===== src/msg_consts.svh =====
`ifndef MSG_CONSTS_SVH
`define MSG_CONSTS_SVH

// payload width of every message
`define NS_DATA_SIZE 8

// check field is the xor of the two payload nibbles
`define NS_CHECK_SIZE 4

// message counts per source, up to 63
`define NS_COUNT_SIZE 6

// first payload sent by each source
`define NS_BASE_0 0
`define NS_BASE_1 23

// message index whose check field gets inverted when corruption is on
`define NS_CORRUPT_IDX 2

`endif


===== src/msg_pkg.sv =====
`default_nettype none

`include "msg_consts.svh"

package msg_pkg;

	// message opcode carried on every link
	typedef enum logic {
		MSG_DATA = 1'b0,
		MSG_LAST = 1'b1
	} msg_kind_e;

	// source sequencer
	typedef enum logic [1:0] {
		SRC_IDLE = 2'd0,
		SRC_SEND = 2'd1,
		SRC_DONE = 2'd2
	} src_state_e;

	// merge output slot
	typedef enum logic {
		ARB_EMPTY = 1'b0,
		ARB_FULL  = 1'b1
	} arb_state_e;

	// check bits of a payload, shared by sender and checker
	function automatic logic [`NS_CHECK_SIZE-1:0] calc_chk(
		input logic [`NS_DATA_SIZE-1:0] dat
	);
		return dat[`NS_DATA_SIZE-1:`NS_CHECK_SIZE] ^ dat[`NS_CHECK_SIZE-1:0];
	endfunction

endpackage

`default_nettype wire


===== src/msg_source.sv =====
`timescale 1ns/1ps
`default_nettype none

`include "msg_consts.svh"

module msg_source #(
	parameter int BASE   = 0,
	parameter int SRC_ID = 0
) (
	input  wire                         i_clk,
	input  wire                         i_rst_n,
	input  wire                         i_start,
	input  wire  [`NS_COUNT_SIZE-1:0]   i_count,
	input  wire                         i_corrupt,
	output logic                        o_req,
	input  wire                         i_ack,
	output logic [`NS_DATA_SIZE-1:0]    o_dat,
	output logic [`NS_CHECK_SIZE-1:0]   o_chk,
	output msg_pkg::msg_kind_e          o_kind,
	output logic                        o_src
);

	msg_pkg::src_state_e state_q;

	// index of the message on offer, from zero
	logic [`NS_COUNT_SIZE-1:0] idx_q;
	logic [`NS_COUNT_SIZE-1:0] count_q;
	logic                      corrupt_q;

	logic                      last_w;
	logic                      bad_w;
	logic [`NS_DATA_SIZE-1:0]  dat_w;

	assign last_w = ((idx_q + 1'b1) == count_q);
	assign bad_w  = corrupt_q && (idx_q == `NS_COUNT_SIZE'(`NS_CORRUPT_IDX));
	assign dat_w  = `NS_DATA_SIZE'(BASE) + `NS_DATA_SIZE'(idx_q);

	// fields come straight from registers so they hold while stalled
	assign o_req  = (state_q == msg_pkg::SRC_SEND);
	assign o_dat  = dat_w;
	assign o_chk  = msg_pkg::calc_chk(dat_w) ^ {`NS_CHECK_SIZE{bad_w}};
	assign o_kind = last_w ? msg_pkg::MSG_LAST : msg_pkg::MSG_DATA;
	assign o_src  = SRC_ID[0];

	always_ff @(posedge i_clk or negedge i_rst_n) begin
		if (!i_rst_n) begin
			state_q   <= msg_pkg::SRC_IDLE;
			idx_q     <= '0;
			count_q   <= '0;
			corrupt_q <= 1'b0;
		end else if (i_start) begin
			// run length and corruption are fixed for the whole run
			state_q   <= msg_pkg::SRC_SEND;
			idx_q     <= '0;
			count_q   <= i_count;
			corrupt_q <= i_corrupt;
		end else begin
			case (state_q)
				msg_pkg::SRC_SEND: begin
					if (i_ack) begin
						if (last_w) begin
							state_q <= msg_pkg::SRC_DONE;
						end else begin
							idx_q <= idx_q + 1'b1;
						end
					end
				end
				msg_pkg::SRC_DONE: begin
					// waits here for the next start
					state_q <= msg_pkg::SRC_DONE;
				end
				default: begin
					state_q <= msg_pkg::SRC_IDLE;
				end
			endcase
		end
	end

	// an offered message may not change or vanish before it is taken
	property p_offer_held;
		@(posedge i_clk) disable iff (!i_rst_n)
		(o_req && !i_ack && !i_start) |=>
			(o_req && $stable(o_dat) && $stable(o_chk) && $stable(o_kind) && $stable(o_src));
	endproperty

	a_offer_held : assert property (p_offer_held);

endmodule

`default_nettype wire


===== src/msg_merge_2to1.sv =====
`timescale 1ns/1ps
`default_nettype none

`include "msg_consts.svh"

module msg_merge_2to1 (
	input  wire                         i_clk,
	input  wire                         i_rst_n,

	input  wire                         i_req_0,
	output logic                        o_ack_0,
	input  wire  [`NS_DATA_SIZE-1:0]    i_dat_0,
	input  wire  [`NS_CHECK_SIZE-1:0]   i_chk_0,
	input  wire  msg_pkg::msg_kind_e    i_kind_0,
	input  wire                         i_src_0,

	input  wire                         i_req_1,
	output logic                        o_ack_1,
	input  wire  [`NS_DATA_SIZE-1:0]    i_dat_1,
	input  wire  [`NS_CHECK_SIZE-1:0]   i_chk_1,
	input  wire  msg_pkg::msg_kind_e    i_kind_1,
	input  wire                         i_src_1,

	output logic                        o_req,
	input  wire                         i_ack,
	output logic [`NS_DATA_SIZE-1:0]    o_dat,
	output logic [`NS_CHECK_SIZE-1:0]   o_chk,
	output msg_pkg::msg_kind_e          o_kind,
	output logic                        o_src
);

	msg_pkg::arb_state_e state_q;

	// high when input 1 won the last grant
	logic last_gnt_q;

	logic slot_free;
	logic gnt_0;
	logic gnt_1;

	logic [`NS_DATA_SIZE-1:0]  dat_q;
	logic [`NS_CHECK_SIZE-1:0] chk_q;
	msg_pkg::msg_kind_e        kind_q;
	logic                      src_q;

	assign o_req = (state_q == msg_pkg::ARB_FULL);

	// a full slot draining this cycle can take a new message at once
	assign slot_free = !o_req || i_ack;

	assign gnt_0 = slot_free && i_req_0 && (!i_req_1 || last_gnt_q);
	assign gnt_1 = slot_free && i_req_1 && (!i_req_0 || !last_gnt_q);

	assign o_ack_0 = gnt_0;
	assign o_ack_1 = gnt_1;

	assign o_dat  = dat_q;
	assign o_chk  = chk_q;
	assign o_kind = kind_q;
	assign o_src  = src_q;

	always_ff @(posedge i_clk or negedge i_rst_n) begin
		if (!i_rst_n) begin
			state_q    <= msg_pkg::ARB_EMPTY;
			// input 0 wins the first tie
			last_gnt_q <= 1'b1;
		end else if (gnt_0 || gnt_1) begin
			state_q    <= msg_pkg::ARB_FULL;
			last_gnt_q <= gnt_1;
		end else if (o_req && i_ack) begin
			state_q    <= msg_pkg::ARB_EMPTY;
		end
	end

	// slot payload
	always_ff @(posedge i_clk) begin
		if (gnt_0) begin
			dat_q  <= i_dat_0;
			chk_q  <= i_chk_0;
			kind_q <= i_kind_0;
			src_q  <= i_src_0;
		end else if (gnt_1) begin
			dat_q  <= i_dat_1;
			chk_q  <= i_chk_1;
			kind_q <= i_kind_1;
			src_q  <= i_src_1;
		end
	end

	a_one_grant : assert property (@(posedge i_clk) disable iff (!i_rst_n)
		!(o_ack_0 && o_ack_1));

endmodule

`default_nettype wire


===== src/msg_checker.sv =====
`timescale 1ns/1ps
`default_nettype none

`include "msg_consts.svh"

module msg_checker (
	input  wire                         i_clk,
	input  wire                         i_rst_n,
	input  wire                         i_start,
	input  wire                         i_hold,
	input  wire                         i_req,
	output logic                        o_ack,
	input  wire  [`NS_DATA_SIZE-1:0]    i_dat,
	input  wire  [`NS_CHECK_SIZE-1:0]   i_chk,
	input  wire  msg_pkg::msg_kind_e    i_kind,
	input  wire                         i_src,
	output logic                        o_done,
	output logic                        o_err_0,
	output logic                        o_err_1,
	output logic [`NS_COUNT_SIZE:0]     o_total,
	output logic [`NS_DATA_SIZE-1:0]    o_fst_err_dat,
	output logic [`NS_DATA_SIZE-1:0]    o_last_dat_0
);

	// next payload expected from each source
	logic [`NS_DATA_SIZE-1:0] exp_0_q;
	logic [`NS_DATA_SIZE-1:0] exp_1_q;

	logic last_0_q;
	logic last_1_q;
	logic fst_vld_q;

	logic                     xfer;
	logic                     bad_w;
	logic [`NS_DATA_SIZE-1:0] exp_w;

	assign o_ack = !i_hold;
	assign xfer  = i_req && o_ack;

	assign exp_w = i_src ? exp_1_q : exp_0_q;
	assign bad_w = (i_chk != msg_pkg::calc_chk(i_dat)) || (i_dat != exp_w);

	// high from the cycle after the later last message
	assign o_done = last_0_q && last_1_q;

	always_ff @(posedge i_clk or negedge i_rst_n) begin
		if (!i_rst_n) begin
			exp_0_q       <= `NS_DATA_SIZE'(`NS_BASE_0);
			exp_1_q       <= `NS_DATA_SIZE'(`NS_BASE_1);
			last_0_q      <= 1'b0;
			last_1_q      <= 1'b0;
			fst_vld_q     <= 1'b0;
			o_err_0       <= 1'b0;
			o_err_1       <= 1'b0;
			o_total       <= '0;
			o_fst_err_dat <= '0;
		end else if (i_start) begin
			exp_0_q       <= `NS_DATA_SIZE'(`NS_BASE_0);
			exp_1_q       <= `NS_DATA_SIZE'(`NS_BASE_1);
			last_0_q      <= 1'b0;
			last_1_q      <= 1'b0;
			fst_vld_q     <= 1'b0;
			o_err_0       <= 1'b0;
			o_err_1       <= 1'b0;
			o_total       <= '0;
			o_fst_err_dat <= '0;
		end else if (xfer) begin
			o_total <= o_total + 1'b1;
			if (i_src) begin
				exp_1_q <= exp_1_q + 1'b1;
				if (bad_w) begin
					o_err_1 <= 1'b1;
				end
				if (i_kind == msg_pkg::MSG_LAST) begin
					last_1_q <= 1'b1;
				end
			end else begin
				exp_0_q <= exp_0_q + 1'b1;
				if (bad_w) begin
					o_err_0 <= 1'b1;
				end
				if (i_kind == msg_pkg::MSG_LAST) begin
					last_0_q <= 1'b1;
				end
			end
			// only the first bad message of a run is kept
			if (bad_w && !fst_vld_q) begin
				fst_vld_q     <= 1'b1;
				o_fst_err_dat <= i_dat;
			end
		end
	end

	always_ff @(posedge i_clk or negedge i_rst_n) begin
		if (!i_rst_n) begin
			o_last_dat_0 <= '0;
		end else if (xfer && !i_src) begin
			o_last_dat_0 <= i_dat;
		end
	end

	a_total_grows : assert property (@(posedge i_clk) disable iff (!i_rst_n)
		!i_start |=> (o_total >= $past(o_total)));

endmodule

`default_nettype wire


===== src/seg_display.sv =====
`timescale 1ns/1ps
`default_nettype none

`include "msg_consts.svh"

module seg_display (
	input  wire                         i_clk,
	input  wire                         i_rst_n,
	input  wire                         i_show,
	input  wire                         i_err,
	input  wire  [`NS_DATA_SIZE-1:0]    i_err_dat,
	input  wire  [`NS_DATA_SIZE-1:0]    i_ok_dat,
	output logic [6:0]                  o_seg_hi,
	output logic [6:0]                  o_seg_lo
);

	logic                     show_q;
	logic [`NS_DATA_SIZE-1:0] disp_q;
	logic                     show_rise;

	// segment bits are {g, f, e, d, c, b, a}, high means lit
	function automatic logic [6:0] hex_seg(input logic [3:0] nib);
		case (nib)
			4'h0: return 7'h3f;
			4'h1: return 7'h06;
			4'h2: return 7'h5b;
			4'h3: return 7'h4f;
			4'h4: return 7'h66;
			4'h5: return 7'h6d;
			4'h6: return 7'h7d;
			4'h7: return 7'h07;
			4'h8: return 7'h7f;
			4'h9: return 7'h6f;
			4'ha: return 7'h77;
			// lower case b
			4'hb: return 7'h7c;
			4'hc: return 7'h39;
			// lower case d
			4'hd: return 7'h5e;
			4'he: return 7'h79;
			default: return 7'h71;
		endcase
	endfunction

	assign show_rise = i_show && !show_q;

	always_ff @(posedge i_clk or negedge i_rst_n) begin
		if (!i_rst_n) begin
			show_q <= 1'b0;
			disp_q <= '0;
		end else begin
			show_q <= i_show;
			if (show_rise) begin
				disp_q <= i_err ? i_err_dat : i_ok_dat;
			end
		end
	end

	// board digits are active low
	assign o_seg_hi = ~hex_seg(disp_q[`NS_DATA_SIZE-1:`NS_DATA_SIZE/2]);
	assign o_seg_lo = ~hex_seg(disp_q[`NS_DATA_SIZE/2-1:0]);

endmodule

`default_nettype wire


===== src/msg_test_top.sv =====
`timescale 1ns/1ps
`default_nettype none

`include "msg_consts.svh"

module msg_test_top (
	input  wire                         i_clk,
	input  wire                         i_rst_n,
	input  wire                         i_start,
	input  wire  [`NS_COUNT_SIZE-1:0]   i_count_0,
	input  wire  [`NS_COUNT_SIZE-1:0]   i_count_1,
	input  wire                         i_corrupt_0,
	input  wire                         i_corrupt_1,
	input  wire                         i_hold,
	input  wire                         i_show,
	output logic                        o_done,
	output logic                        o_err_0,
	output logic                        o_err_1,
	output logic [`NS_COUNT_SIZE:0]     o_total,
	output logic [`NS_DATA_SIZE-1:0]    o_fst_err_dat,
	output logic [6:0]                  o_seg_hi,
	output logic [6:0]                  o_seg_lo
);

	// source 0 to merge
	logic                      s0_req;
	logic                      s0_ack;
	logic [`NS_DATA_SIZE-1:0]  s0_dat;
	logic [`NS_CHECK_SIZE-1:0] s0_chk;
	msg_pkg::msg_kind_e        s0_kind;
	logic                      s0_src;

	// source 1 to merge
	logic                      s1_req;
	logic                      s1_ack;
	logic [`NS_DATA_SIZE-1:0]  s1_dat;
	logic [`NS_CHECK_SIZE-1:0] s1_chk;
	msg_pkg::msg_kind_e        s1_kind;
	logic                      s1_src;

	// merge to checker
	logic                      m_req;
	logic                      m_ack;
	logic [`NS_DATA_SIZE-1:0]  m_dat;
	logic [`NS_CHECK_SIZE-1:0] m_chk;
	msg_pkg::msg_kind_e        m_kind;
	logic                      m_src;

	logic [`NS_DATA_SIZE-1:0]  last_dat_0;

	msg_source #(.BASE(`NS_BASE_0), .SRC_ID(0)) i_src_0 (
		.i_clk(i_clk), .i_rst_n(i_rst_n), .i_start(i_start),
		.i_count(i_count_0), .i_corrupt(i_corrupt_0),
		.o_req(s0_req), .i_ack(s0_ack), .o_dat(s0_dat),
		.o_chk(s0_chk), .o_kind(s0_kind), .o_src(s0_src)
	);

	msg_source #(.BASE(`NS_BASE_1), .SRC_ID(1)) i_src_1 (
		.i_clk(i_clk), .i_rst_n(i_rst_n), .i_start(i_start),
		.i_count(i_count_1), .i_corrupt(i_corrupt_1),
		.o_req(s1_req), .i_ack(s1_ack), .o_dat(s1_dat),
		.o_chk(s1_chk), .o_kind(s1_kind), .o_src(s1_src)
	);

	msg_merge_2to1 i_msg_merge (
		.i_clk(i_clk), .i_rst_n(i_rst_n),
		.i_req_0(s0_req), .o_ack_0(s0_ack), .i_dat_0(s0_dat),
		.i_chk_0(s0_chk), .i_kind_0(s0_kind), .i_src_0(s0_src),
		.i_req_1(s1_req), .o_ack_1(s1_ack), .i_dat_1(s1_dat),
		.i_chk_1(s1_chk), .i_kind_1(s1_kind), .i_src_1(s1_src),
		.o_req(m_req), .i_ack(m_ack), .o_dat(m_dat),
		.o_chk(m_chk), .o_kind(m_kind), .o_src(m_src)
	);

	msg_checker i_msg_checker (
		.i_clk(i_clk), .i_rst_n(i_rst_n), .i_start(i_start), .i_hold(i_hold),
		.i_req(m_req), .o_ack(m_ack), .i_dat(m_dat),
		.i_chk(m_chk), .i_kind(m_kind), .i_src(m_src),
		.o_done(o_done), .o_err_0(o_err_0), .o_err_1(o_err_1),
		.o_total(o_total), .o_fst_err_dat(o_fst_err_dat), .o_last_dat_0(last_dat_0)
	);

	// shows the first bad byte after a source 0 error, else its last payload
	seg_display i_seg_display (
		.i_clk(i_clk), .i_rst_n(i_rst_n), .i_show(i_show),
		.i_err(o_err_0), .i_err_dat(o_fst_err_dat), .i_ok_dat(last_dat_0),
		.o_seg_hi(o_seg_hi), .o_seg_lo(o_seg_lo)
	);

endmodule

`default_nettype wire


===== config.mk =====
export PLATFORM = sky130hd
export DESIGN_NAME = msg_test_top
export DESIGN_NICKNAME = d
export VERILOG_FILES = /design/src/msg_pkg.sv /design/src/msg_source.sv /design/src/msg_merge_2to1.sv /design/src/msg_checker.sv /design/src/seg_display.sv /design/src/msg_test_top.sv
export VERILOG_INCLUDE_DIRS = /design/src
export SDC_FILE = /design/constraint.sdc
export NUM_CORES = 1
export LEC_CHECK = 0
export ABC_AREA = 1
export BUFFER_PORTS_ARGS = -buffer_cell sky130_fd_sc_hd__buf_2
export CAP_MARGIN = 15
export CORE_ASPECT_RATIO = 0.75
export CORE_UTILIZATION = 61
export CTS_CLUSTER_SIZE = 14
export DETAILED_ROUTE_END_ITERATION = 10
export PLACE_DENSITY = 0.81
export SYNTH_ARGS = -nofsm -noshare
export SYNTH_HDL_FRONTEND = slang
export SYNTH_HIERARCHICAL = 1
export SYNTH_SLANG_ARGS = --single-unit
export TNS_END_PERCENT = 5

===== constraint.sdc =====
create_clock -name i_clk -period 2.4 [get_ports i_clk]
set_clock_uncertainty 0.15 [all_clocks]
set_input_delay 0.48 -clock i_clk [delete_from_list [all_inputs] [get_ports i_clk]]
set_output_delay 0.48 -clock i_clk [all_outputs]
set_load 0.01 [all_outputs]

# == Word-level counts from Yosys, hierarchy flattened ==
# Memories as Yosys holds them, arrays and structs flattened.
# Index checks and enable logic that the tools add are counted.
# word_totals
output_inout_bits,32
word_cells,161
register_bits,97
rom_bits,224
in_bits,19
mem_count,2
# op_classes
n_addsub,6
n_eq_ne,17
bitwise_logic,7
mux,56
reduce_logical,46
# mem_list
name,depth,width,read_ports,rd_clocked_by_memory_dff,wr,line_no,source
(no name shown),16,7,1,0,0,seg_display.sv:23,case (nib)
(no name shown),16,7,1,0,0,seg_display.sv:23,
# ops
operator,n
$mux W8,11
$mux W6,10
$mux W1,23
$reduce_bool A2 Y1,11
$reduce_and A3 Y1,6
$add A8 B1 Y8 const B,2
$mux W7,2
$not A7 Y7,2
$add A6 B1 Y6 const B,2
$eq A6 B2 Y1 const B,2
$eq A6 B6 Y1,2
$mux W2,6
$ne A3 B3 Y1 const B,4
$logic_and A1 B1 Y1,11
$reduce_and A2 Y1,5
$logic_not A1 Y1,8
$mux W4,2
$ne A7 B8 Y1,1
$pmux W2 S2,2
$xor A3 B4 Y4,2
$xor A4 B4 Y4,2
$add A5 B6 Y7 const A,1
$add A7 B1 Y7 const B,1
$ne A2 B2 Y1 const B,3
other kinds (5),11

# == Logic depth before layout (Yosys ltp) ==
# Gate-level depths: netlist (run 1).
# depth
ltp_word,7
depth_mapped,13
mapped_depth_nobuf,12

# == Modules after synthesis ==
# Netlist (run 1), hierarchy kept.
# modules_own_cells
mod,area_per_inst_um2,cells_each,instances
msg_checker,2391.0,316,1
msg_source at i_src_1,1161.1,164,1
msg_source at i_src_0,1081.0,150,1
seg_display,1001.0,164,1
msg_merge_2to1,778.2,76,1

# == Least setup slack after synthesis (run 1) ==
# OpenSTA, ideal clock, no wires.
# synth_timing
path_kind,reg2reg
startpoint,register i_src_1.idx_q[0]
endpoint,register i_msg_merge.chk_q[1] (netlist: i_msg_merge/o_chk[1]) (data pin)
synth_period_minus_slack_ns,1.910
setup_ns,0.253
required_time_ns,1.997
path_buffers,0
path_slack_ns,0.490
arrival_ns,1.507
path_stages_with_launch,11
path_cell_list,dfrtp_1 > inv_2 > ha_1 > nand2_1 > nor3_1 > nand3_1 > xor2_1 > xor2_1 > inv_1 > nand2_1 > nand2_1
# synth_between
elab_chain_cells,5
word_cells_on_any_way,7
cone_classes,add/sub (1); eq/ne (1); mux (2); bitwise (2); reduce/logical (1)
# synth_rtl
element,line_no,source
from (decl),msg_source.sv:26,logic [`NS_COUNT_SIZE-1:0] idx_q;
from (signal assigned),msg_source.sv:64,idx_q <= idx_q + 1'b1;
$add A5 B6 Y7 (no line) / $eq A6 B2 Y1 (equally long branches),-,
$xor A3 B4 Y4 / $logic_and A1 B1 Y1 (equally long branches),"msg_pkg.sv:30, msg_source.sv:35",
$xor A4 B4 Y4 *,msg_source.sv:41,assign o_chk = msg_pkg::calc_chk(dat_w) ^ {`NS_CHECK_SIZE{bad_w}};
named net s1_chk[1],msg_test_top.sv:37,logic [`NS_CHECK_SIZE-1:0] s1_chk;
$mux W4 *,msg_merge_2to1.sv:82,end else if (gnt_1) begin
$mux W4 *,msg_merge_2to1.sv:77,if (gnt_0) begin
to (signal assigned),msg_merge_2to1.sv:79,chk_q <= i_chk_0;
to (signal assigned),msg_merge_2to1.sv:84,chk_q <= i_chk_1;
to (decl),msg_merge_2to1.sv:42,logic [`NS_CHECK_SIZE-1:0] chk_q;
# The timed path passes the listed nets; every way through them passes the cells marked *. The select of a mux whose other input is x is not followed.
# A chain may end at the register's enable or synchronous reset.

# == Worst setup path in the final report (run 1) ==
# layout_timing
startpoint,register i_seg_display.disp_q[0]
endpoint,output port o_seg_lo[3]
# layout_between
elab_chain_cells,2
# layout_rtl
element,line_no,source
from (decl),seg_display.sv:18,logic [`NS_DATA_SIZE-1:0] disp_q;
from (signal assigned),seg_display.sv:54,disp_q <= i_err ? i_err_dat : i_ok_dat;
$mem_v2 Z16 W7,-,
$not A7 Y7,seg_display.sv:61,assign o_seg_lo = ~hex_seg(disp_q[`NS_DATA_SIZE/2-1:0]);
to (decl),msg_test_top.sv:22,output logic [6:0] o_seg_lo
# Every way passes these cells.

==> qor.csv, run 1 <==
metric,value,unit
via_per_inst,5.32,
max_stage_delay,0.43,ns
ys_ff_latch,99,
cts_resized,0,
grt_overflow_total,0,
nets,956,
p_leak,3.82,nW
io_buffers,50,
fill_cells,878,
ys_seq_area_share,39.8,%
relSlewSlack,59.7,%
hp-class,in2reg,
fin_area,7020,um^2
grt_pass1_wl,24.3,mm
async_flop_share,85.9,%
finalPower,6.30,mW
drt-pass1-iter-count,7,
dieArea,10900,um^2
power.switching,2.51,mW
fmax,438,MHz
die_x,120,um
drt_iter0_drc,450,
drc,0,
cts.sinks,99,
cts.clk_slew.worst_paths,0.07,ns
holdWs,0.115,ns
path_common_cell,nand2_1,
post_cts.repair.setup_buffers,0,
synth.distinct_cells,36,
placed_cells,1039,
clk_latency,0.34,ns
numCtsBuffers,9,
pwr-share-seq,40.1,%
wl_per_cell,13.3,um
slew_violations,0,
cp-end-kind,output port,
start_util,62.6,%
combPwrFrac,36.9,%
rsz0062_at_grt,no,
arrival,1.65,ns
synth_flop_cell,dfrtp_1,
gp_congestion,0.903,
ys_warn_count,6,
finalCritPeriodShare,95.2,%
final_util,68.5,%
rows,32,
hold_violations,0,
cts_tree,done,
worstSetupPathType,reg2out,
dp_hpwl,10.3,mm
drt-total-wl,14.0,mm
pwr_density_cell,898,nW/um^2
place_ws,0.336,ns
die_h,90.8,um
area_delta_synth_final,9.46,%
dpl_cell_area,6710,um^2
tns,0,ns
via_count,5623,
cts_buffer_depth,2,
clk_root_buffer_cell,clkbuf_16,
crit_chain,"inv_1, ha_1, inv_1, nand2_1, nand2_1, nand2_1, nand2_1, buf_2",
io_pins,51,
cts_max_level,3,
core_area,10200,um^2
p_sw_share,39.9,%
p_int,3.79,mW
diodes,0,
grt_usage,27.6,%
drive_above_1_share,14.8,%
grt_max_degree,50,
status,finished clean,
vdd_drop_max,587,uV
syn_avg_cell_area,7.37,um^2
min_period,2.28,ns
fin_cells,1056,
syn_inst,870,
final_common_cell,nand2_1,
synth-edff-count,14,
maxCapViolCount,0,
crit_fanout,5,
power_frac_clock,23.0,%
syn_area,6410,um^2
critical_path_required,1.77,ns
antenna_left,0,
final_cell_mix,"nand2_1 (315), inv_1 (104), nand3_1 (89)",
setup_viol,0,
layout_setup_ws,0.115,ns
crit_path_top_delay_cell,dfrtp_1,
start_kind,flip-flop,
antenna_found_initial,0,
grt_pass1_vias,5324,
tightest_slew,0.600,ns
critical path, delay by kind of cell (launching register included):
| kind | cells | cell delay, ns |
|---|---|---|
| AND/OR/NAND/NOR | 4 | 0.22 |
| adder cells (fa/ha/maj) | 1 | 0.34 |
| flip-flops | 1 | 0.43 |
| buffers and inverters | 3 | 0.33 |
cell usage after synthesis, types with 13 or more instances:
cell        n  area share [%]
ha_1       22             4.3
nand4_1    39             3.8
a21oi_1    20             1.6
dfrtp_1    80              31
nand2_1   315              18
nand2_2    13             1.3
inv_1     104             6.1
nor2_1     30             1.8
edfxtp_1   14             6.6
nand3_1    89             6.9
o21ai_0    35             2.7
flip-flops by register name (all words and copies together), names as in the netlist, 2 cells and up:
signal and count:
i_src_0/state_q 2, i_src_0/count_q 6, i_msg_merge/o_dat 8, i_msg_checker/exp_1_q 8, i_src_1/state_q 2, i_msg_checker/o_total 7, i_src_1/count_q 6, i_msg_checker/o_last_dat_0 8
i_seg_display/disp_q 8, i_src_1/idx_q 6, i_msg_checker/exp_0_q 8, i_msg_checker/o_fst_err_dat 8, i_msg_merge/o_chk 4, i_src_0/idx_q 6
power groups by stage:
stage / sequential [mW] / combinational, mW / clock, mW
finish: 2.53 / 2.33 / 1.45
global route: 2.58 / 2.67 / 1.55
CTS: 2.52 / 2.32 / 1.48
detailed placement: 2.55 / 2.30 / 0
global placement: 2.54 / 2.24 / 0
floorplan: 2.38 / 1.83 / 0
layout make-up:
| type | instances | area (um^2) | share of cell area (%) |
|---|---|---|---|
| Multi-Input combinational cell | 626 | 3190 | 45.4 |
| Sequential cell | 99 | 2550 | 36.4 |
| Inverter | 119 | 469 | 6.68 |
| Timing Repair Buffer | 60 | 343 | 4.88 |
| Clock buffer | 12 | 246 | 3.51 |
| Tap cell | 136 | 170 | 2.42 |
| Clock inverter | 4 | 50.0 | 0.713 |
path summary, 6_finish.rpt:
path	depth (start not counted)	from	to	slack, ns
setup / recovery	8	i_seg_display/disp_q[0]	o_seg_lo[3]	0.12
max in group asynchronous	3	i_rst_n	i_msg_merge/last_gnt_q	1.09
setup reg to reg	12	i_src_1/idx_q[0]	i_src_1/idx_q[4]	0.32
hold reg to reg	2	i_src_0/corrupt_q	i_src_0/corrupt_q	0.33
hold / removal	1	i_show	i_seg_display/show_q	0.11
min in group asynchronous	2	i_rst_n	i_msg_checker/o_total[5]	0.39
routing by layer:
metal | share of wire, % | up-vias | GRT usage [%] | wire, um
met3 | 6.5 | 18 | 6.76 | 918
met1 | 46 | 2548 | 37.8 | 6520
met5 | 0 | - | 0 | 0
met2 | 46 | 208 | 42.9 | 6380
met4 | 1.5 | 0 | 8.74 | 204
li1 | - | 2849 | - | -
cell families (layout without fill, tap and decap cells):
kind of cell	after synthesis	count (layout)	synth area share, %
other	3	5	0.176
flip-flops	99	99	39.8
AND/OR/NAND/NOR	521	521	38.0
buffers and inverters	147	195	10.6
XOR/XNOR	14	14	1.91
adder cells (fa/ha/maj)	22	22	4.29
AO/OA/AOI/OAI	64	64	5.19
what timing repair did:
action / in CTS / in global routing
hold buffers: 1 / 0
hold endpoints to repair: 11 / 0
endpoints found under the setup margin: 0 / 0
(Power assumes the default switching activity.)
==> run 2: changes to the inputs <==
- CELL_PAD_IN_SITES_DETAIL_PLACEMENT: unset -> 1
- CELL_PAD_IN_SITES_GLOBAL_PLACEMENT: unset -> 2
- CORE_UTILIZATION: 61 -> 35
- GPL_TIMING_DRIVEN: unset -> 0
- PLACE_DENSITY: 0.81 -> unset
- PLACE_DENSITY_LB_ADDON: unset -> 0.1
==> run 2 against run 1 <==
Compared with the run above: die area rose by 73%; total power increased by 5.2%; register-to-register slack worse by 0.16 ns.
==> qor.csv, run 2 (synthesis gave the netlist of run 1 again) <==
metric,value,unit
grt_usage,20.2,%
worstSetupPathType,reg2out,
fmax,441,MHz
drc,0,
cts_tree,done,
area_delta_synth_final,14.7,%
rsz0062_at_grt,no,
antenna_left,0,
maxCapViolCount,0,
via_count,5765,
final_cell_mix,"nand2_1 (315), inv_1 (103), nand3_1 (88)",
start_kind,flip-flop,
via_per_inst,4.87,
io_pins,51,
die_x,158,um
nets,978,
holdWs,0.0949,ns
gp_congestion,0.823,
finalCritPeriodShare,94.6,%
dp_hpwl,13.8,mm
diodes,0,
hold_violations,0,
final_common_cell,nand2_1,
arrival,1.64,ns
cp-end-kind,output port,
tns,0,ns
wl_per_cell,14.9,um
p_leak,3.92,nW
grt_pass1_vias,5987,
cts_buffer_depth,2,
grt_max_degree,46,
cts.clk_slew.worst_paths,0.06,ns
io_buffers,50,
fin_area,7350,um^2
core_area,17800,um^2
slew_violations,0,
status,finished clean,
start_util,36.1,%
cts.sinks,99,
clk_root_buffer_cell,clkbuf_16,
setup_viol,0,
numCtsBuffers,9,
relSlewSlack,59.0,%
drt-total-wl,17.7,mm
grt_overflow_total,0,
grt_pass1_wl,30.1,mm
dieArea,18900,um^2
clk_latency,0.36,ns
crit_fanout,5,
pwr_density_cell,902,nW/um^2
die_h,119,um
critical_path_required,1.77,ns
cts_max_level,3,
rows,42,
tightest_slew,0.611,ns
dpl_cell_area,7000,um^2
hp-class,in2reg,
drive_above_1_share,16.9,%
drt-pass1-iter-count,4,
finalPower,6.63,mW
antenna_found_initial,0,
vdd_drop_max,348,uV
drt_iter0_drc,243,
min_period,2.27,ns
[run 2: what timing repair did]
action                                  in CTS  in global routing
buffers inserted                             0                  2
endpoints found under the hold margin        1                  0
endpoints found under the setup margin       0                 18
hold buffers                                 1                  0
gates resized for setup                      0                  7
[run 2: path summary, 6_finish.rpt]
kind | slack, ns | end | from | depth (start not counted)
max | 0.13 | o_seg_lo[3] | i_seg_display/disp_q[0] | 8
min | 0.09 | i_seg_display/show_q | i_show | 1
max reg2reg | 0.16 | i_msg_merge/o_kind | i_src_1/idx_q[0] | 12
min reg2reg | 0.33 | i_msg_checker/o_last_dat_0[3] | i_msg_checker/o_last_dat_0[3] | 2
max in group asynchronous | 0.92 | i_msg_checker/exp_1_q[4] | i_rst_n | 3
min in group asynchronous | 0.52 | i_msg_checker/o_total[6] | i_rst_n | 2
[run 2: final cells by class]
class	count	area [um^2]
plain buffers	28	210
clock buffers	11	233
clock inverters	5	80.1
fillers	2245	10400
inverters	119	469
multi-input cells	626	3190
flip-flops and latches	99	2560
well taps	242	303
repair buffers	54	305
[run 2: power by group]
part	switching, mW	internal [mW]
registers	0.323	2.12
clock network	0.656	0.913
logic	1.70	0.925
total	2.67	3.95
[run 2: metal layers]
layer	global-route usage, %	part of all wire, %	vias up	wire length (um)
met2	32.1	46	45	8150
met3	4.00	2.2	9	391
met1	28.3	51	2816	8970
li1	-	-	2895	-
met5	0	0	-	0
met4	4.15	0.82	0	145
[run 2: critical path, cell delays in order (launching register included)]
cell and delay, ns:
dfrtp_1 0.42, inv_1 0.14, ha_1 0.35, inv_1 0.07
nand2_1 0.04, nand2_1 0.06, nand2_1 0.05, nand2_1 0.05
buf_2 0.12
[run 2: metrics by stage]
| step | worst slack [ns] | cells | util [%] |
|---|---|---|---|
| 2_1_floorplan | 0.490 | 872 | - |
| 3_3_place_gp | -0.165 | 1164 | 39.3 |
| 3_5_place_dp | 0.0587 | 1165 | 39.4 |
| 4_1_cts | 0.0310 | 1182 | 41.2 |
| 5_1_grt | 0.00434 | 1184 | 41.4 |
| 6_report | 0.130 | 1184 | 41.4 |
==> run 3: changes to the inputs <==
- CORE_UTILIZATION: 35 -> 32
- clock period: 2.4 -> 1.9 ns (I/O delays scaled with it)
==> run 3 against run 2 <==
Compared with the run above: the flow now finishes with violations (DRC, setup timing); combinational power is 50% higher; wire length is 7.0% higher; clock power is 29% higher; worst hold slack worse by 0.014 ns; global-route usage is 0.57 points lower; register-to-register slack worse by 0.21 ns; sequential cell count stayed put; first-iteration DRC count is 19% higher; total power is 36% higher; final cell count is 2.8% higher; largest cell class unchanged; largest power group unchanged; highest routed layer unchanged.
==> qor.csv, run 3 (synthesis gave the netlist of run 1 again) <==
metric,value,unit
status,"complete, but fails checks",
violations,"DRC, setup timing",
maxCapViolCount,0,
via_count,5944,
grt_pass1_wl,32.1,mm
final_cell_mix,"nand2_1 (300), inv_1 (91), nand3_1 (76)",
cts_buffer_depth,2,
cts.clk_slew.worst_paths,0.07,ns
vdd_drop_max,356,uV
clk_root_buffer_cell,clkbuf_16,
drt_iter0_drc,289,
slew_violations,0,
grt_overflow_total,0,
layout_setup_ws,-0.163,ns
numCtsBuffers,9,
die_h,125,um
rsz0062_at_grt,yes,
setup_viol,19,
cts.sinks,99,
worstSetupPathType,reg2out,
hold_violations,0,
gp_congestion,0.773,
area_delta_synth_final,23.0,%
wl_per_cell,15.5,um
drc,4,
finalPower,9.03,mW
fin_area,7890,um^2
crit_fanout,5,
pwr_density_cell,1140,nW/um^2
drt-total-wl,18.9,mm
dieArea,20600,um^2
antenna_found_initial,0,
grt_usage,19.6,%
critical_path_required,1.37,ns
final_util,40.5,%
ff2ff_path_depth,10,
crit_chain,"buf_4, ha_4, inv_2, nand2_2, nand3_2, nand2_2, buf_2",
grt_pass1_vias,6322,
crit_cells,7,
io_pins,51,
worstHoldPathCells,3,
max_stage_delay,0.45,ns
io_buffers,50,
p_leak,4.06,nW
relSlewSlack,56.1,%
dpl_cell_area,7020,um^2
die_x,165,um
hp-class,in2reg,
path_common_cell,nand2_2,
cts_max_level,3,
tightest_slew,0.654,ns
critPathTopFamily,flip-flops,
start_util,32.9,%
core_area,19500,um^2
rows,44,
min_period,2.06,ns
drive_above_1_share,25.3,%
crit_buf_inv,3,
clk_latency,0.35,ns
via_per_inst,4.88,
diodes,0,
grt_max_degree,46,
finalCritPeriodShare,109,%
antenna_left,0,
drt-pass1-iter-count,7,
arrival,1.53,ns
dp_hpwl,14.0,mm
nets,1000,
start_kind,flip-flop,
fmax,485,MHz
final_common_cell,nand2_1,
cts_tree,done,
cp-end-kind,output port,
crit_path_top_delay_cell,dfrtp_2,
[run 3: worst reg2reg max path, stage by stage (launching register included)]
cell,delay (ns)
dfrtp_2,0.44
inv_6,0.09
ha_1,0.14
nand2_1,0.06
nor3_2,0.15
nand3_2,0.16
xor2_1,0.18
xor2_1,0.15
inv_1,0.05
nand2_1,0.07
nand2_1,0.07
[run 3: cell type report]
type | count | area, um^2
inverter | 119 | 492
timing repair buffer | 75 | 509
clock inverter | 3 | 22.5
multi-input combinational | 627 | 3450
sequential | 99 | 2560
tap | 253 | 317
fill | 2422 | 11600
buffer | 28 | 218
clock buffer | 13 | 314
[run 3: through the flow]
stage	hold WS, ns	setup TNS [ns]	setup WS [ns]	cells
floorplan	-0.0656	-0.0193	-0.0101	872
global placement	0.313	-55.01	-0.592	1175
detailed placement	0.280	-9.29	-0.417	1176
CTS	0.0608	-1.59	-0.129	1216
global route	0.0738	-4.78	-0.218	1217
finish	0.0812	-1.42	-0.163	1217
[run 3: timing repair]
action | CTS | global route
buffers inserted | 21 | 1
cloned | 1 | 0
hold buffers | 2 | 0
endpoints found under the setup margin | 49 | 61
endpoints found under the hold margin | 37 | 0
resized for setup | 70 | 30
pin swaps | 28 | 16
[run 3: path summary, 6_finish.rpt]
path                                                from                       endpoint  slack, ns
max in group asynchronous                        i_rst_n       i_msg_checker/exp_1_q[4]       0.51
setup / recovery                 i_seg_display/disp_q[4]                    o_seg_hi[3]      -0.16
min in group asynchronous                        i_rst_n       i_msg_checker/o_total[6]       0.42
setup reg to reg                        i_src_1/idx_q[0]           i_msg_merge/o_chk[1]      -0.05
hold reg to reg            i_msg_checker/o_last_dat_0[3]  i_msg_checker/o_last_dat_0[3]       0.33
hold / removal                               i_corrupt_1              i_src_1/corrupt_q       0.08
[run 3: power by group]
part           switching, mW  leakage, nW  internal, mW  total, mW
Combinational           2.44         2.68          1.49       3.93
Sequential             0.400         1.22          2.67       3.07
Clock                  0.861        0.156          1.17       2.03
[run 3: per-layer routing]
| layer | up-vias | global-route usage [%] | wire (um) |
|---|---|---|---|
| met5 | - | 0 | 0 |
| met4 | 0 | 4.33 | 145 |
| met3 | 14 | 3.83 | 375 |
| met2 | 57 | 32.1 | 8980 |
| met1 | 2924 | 26.6 | 9380 |
| li1 | 2949 | - | - |
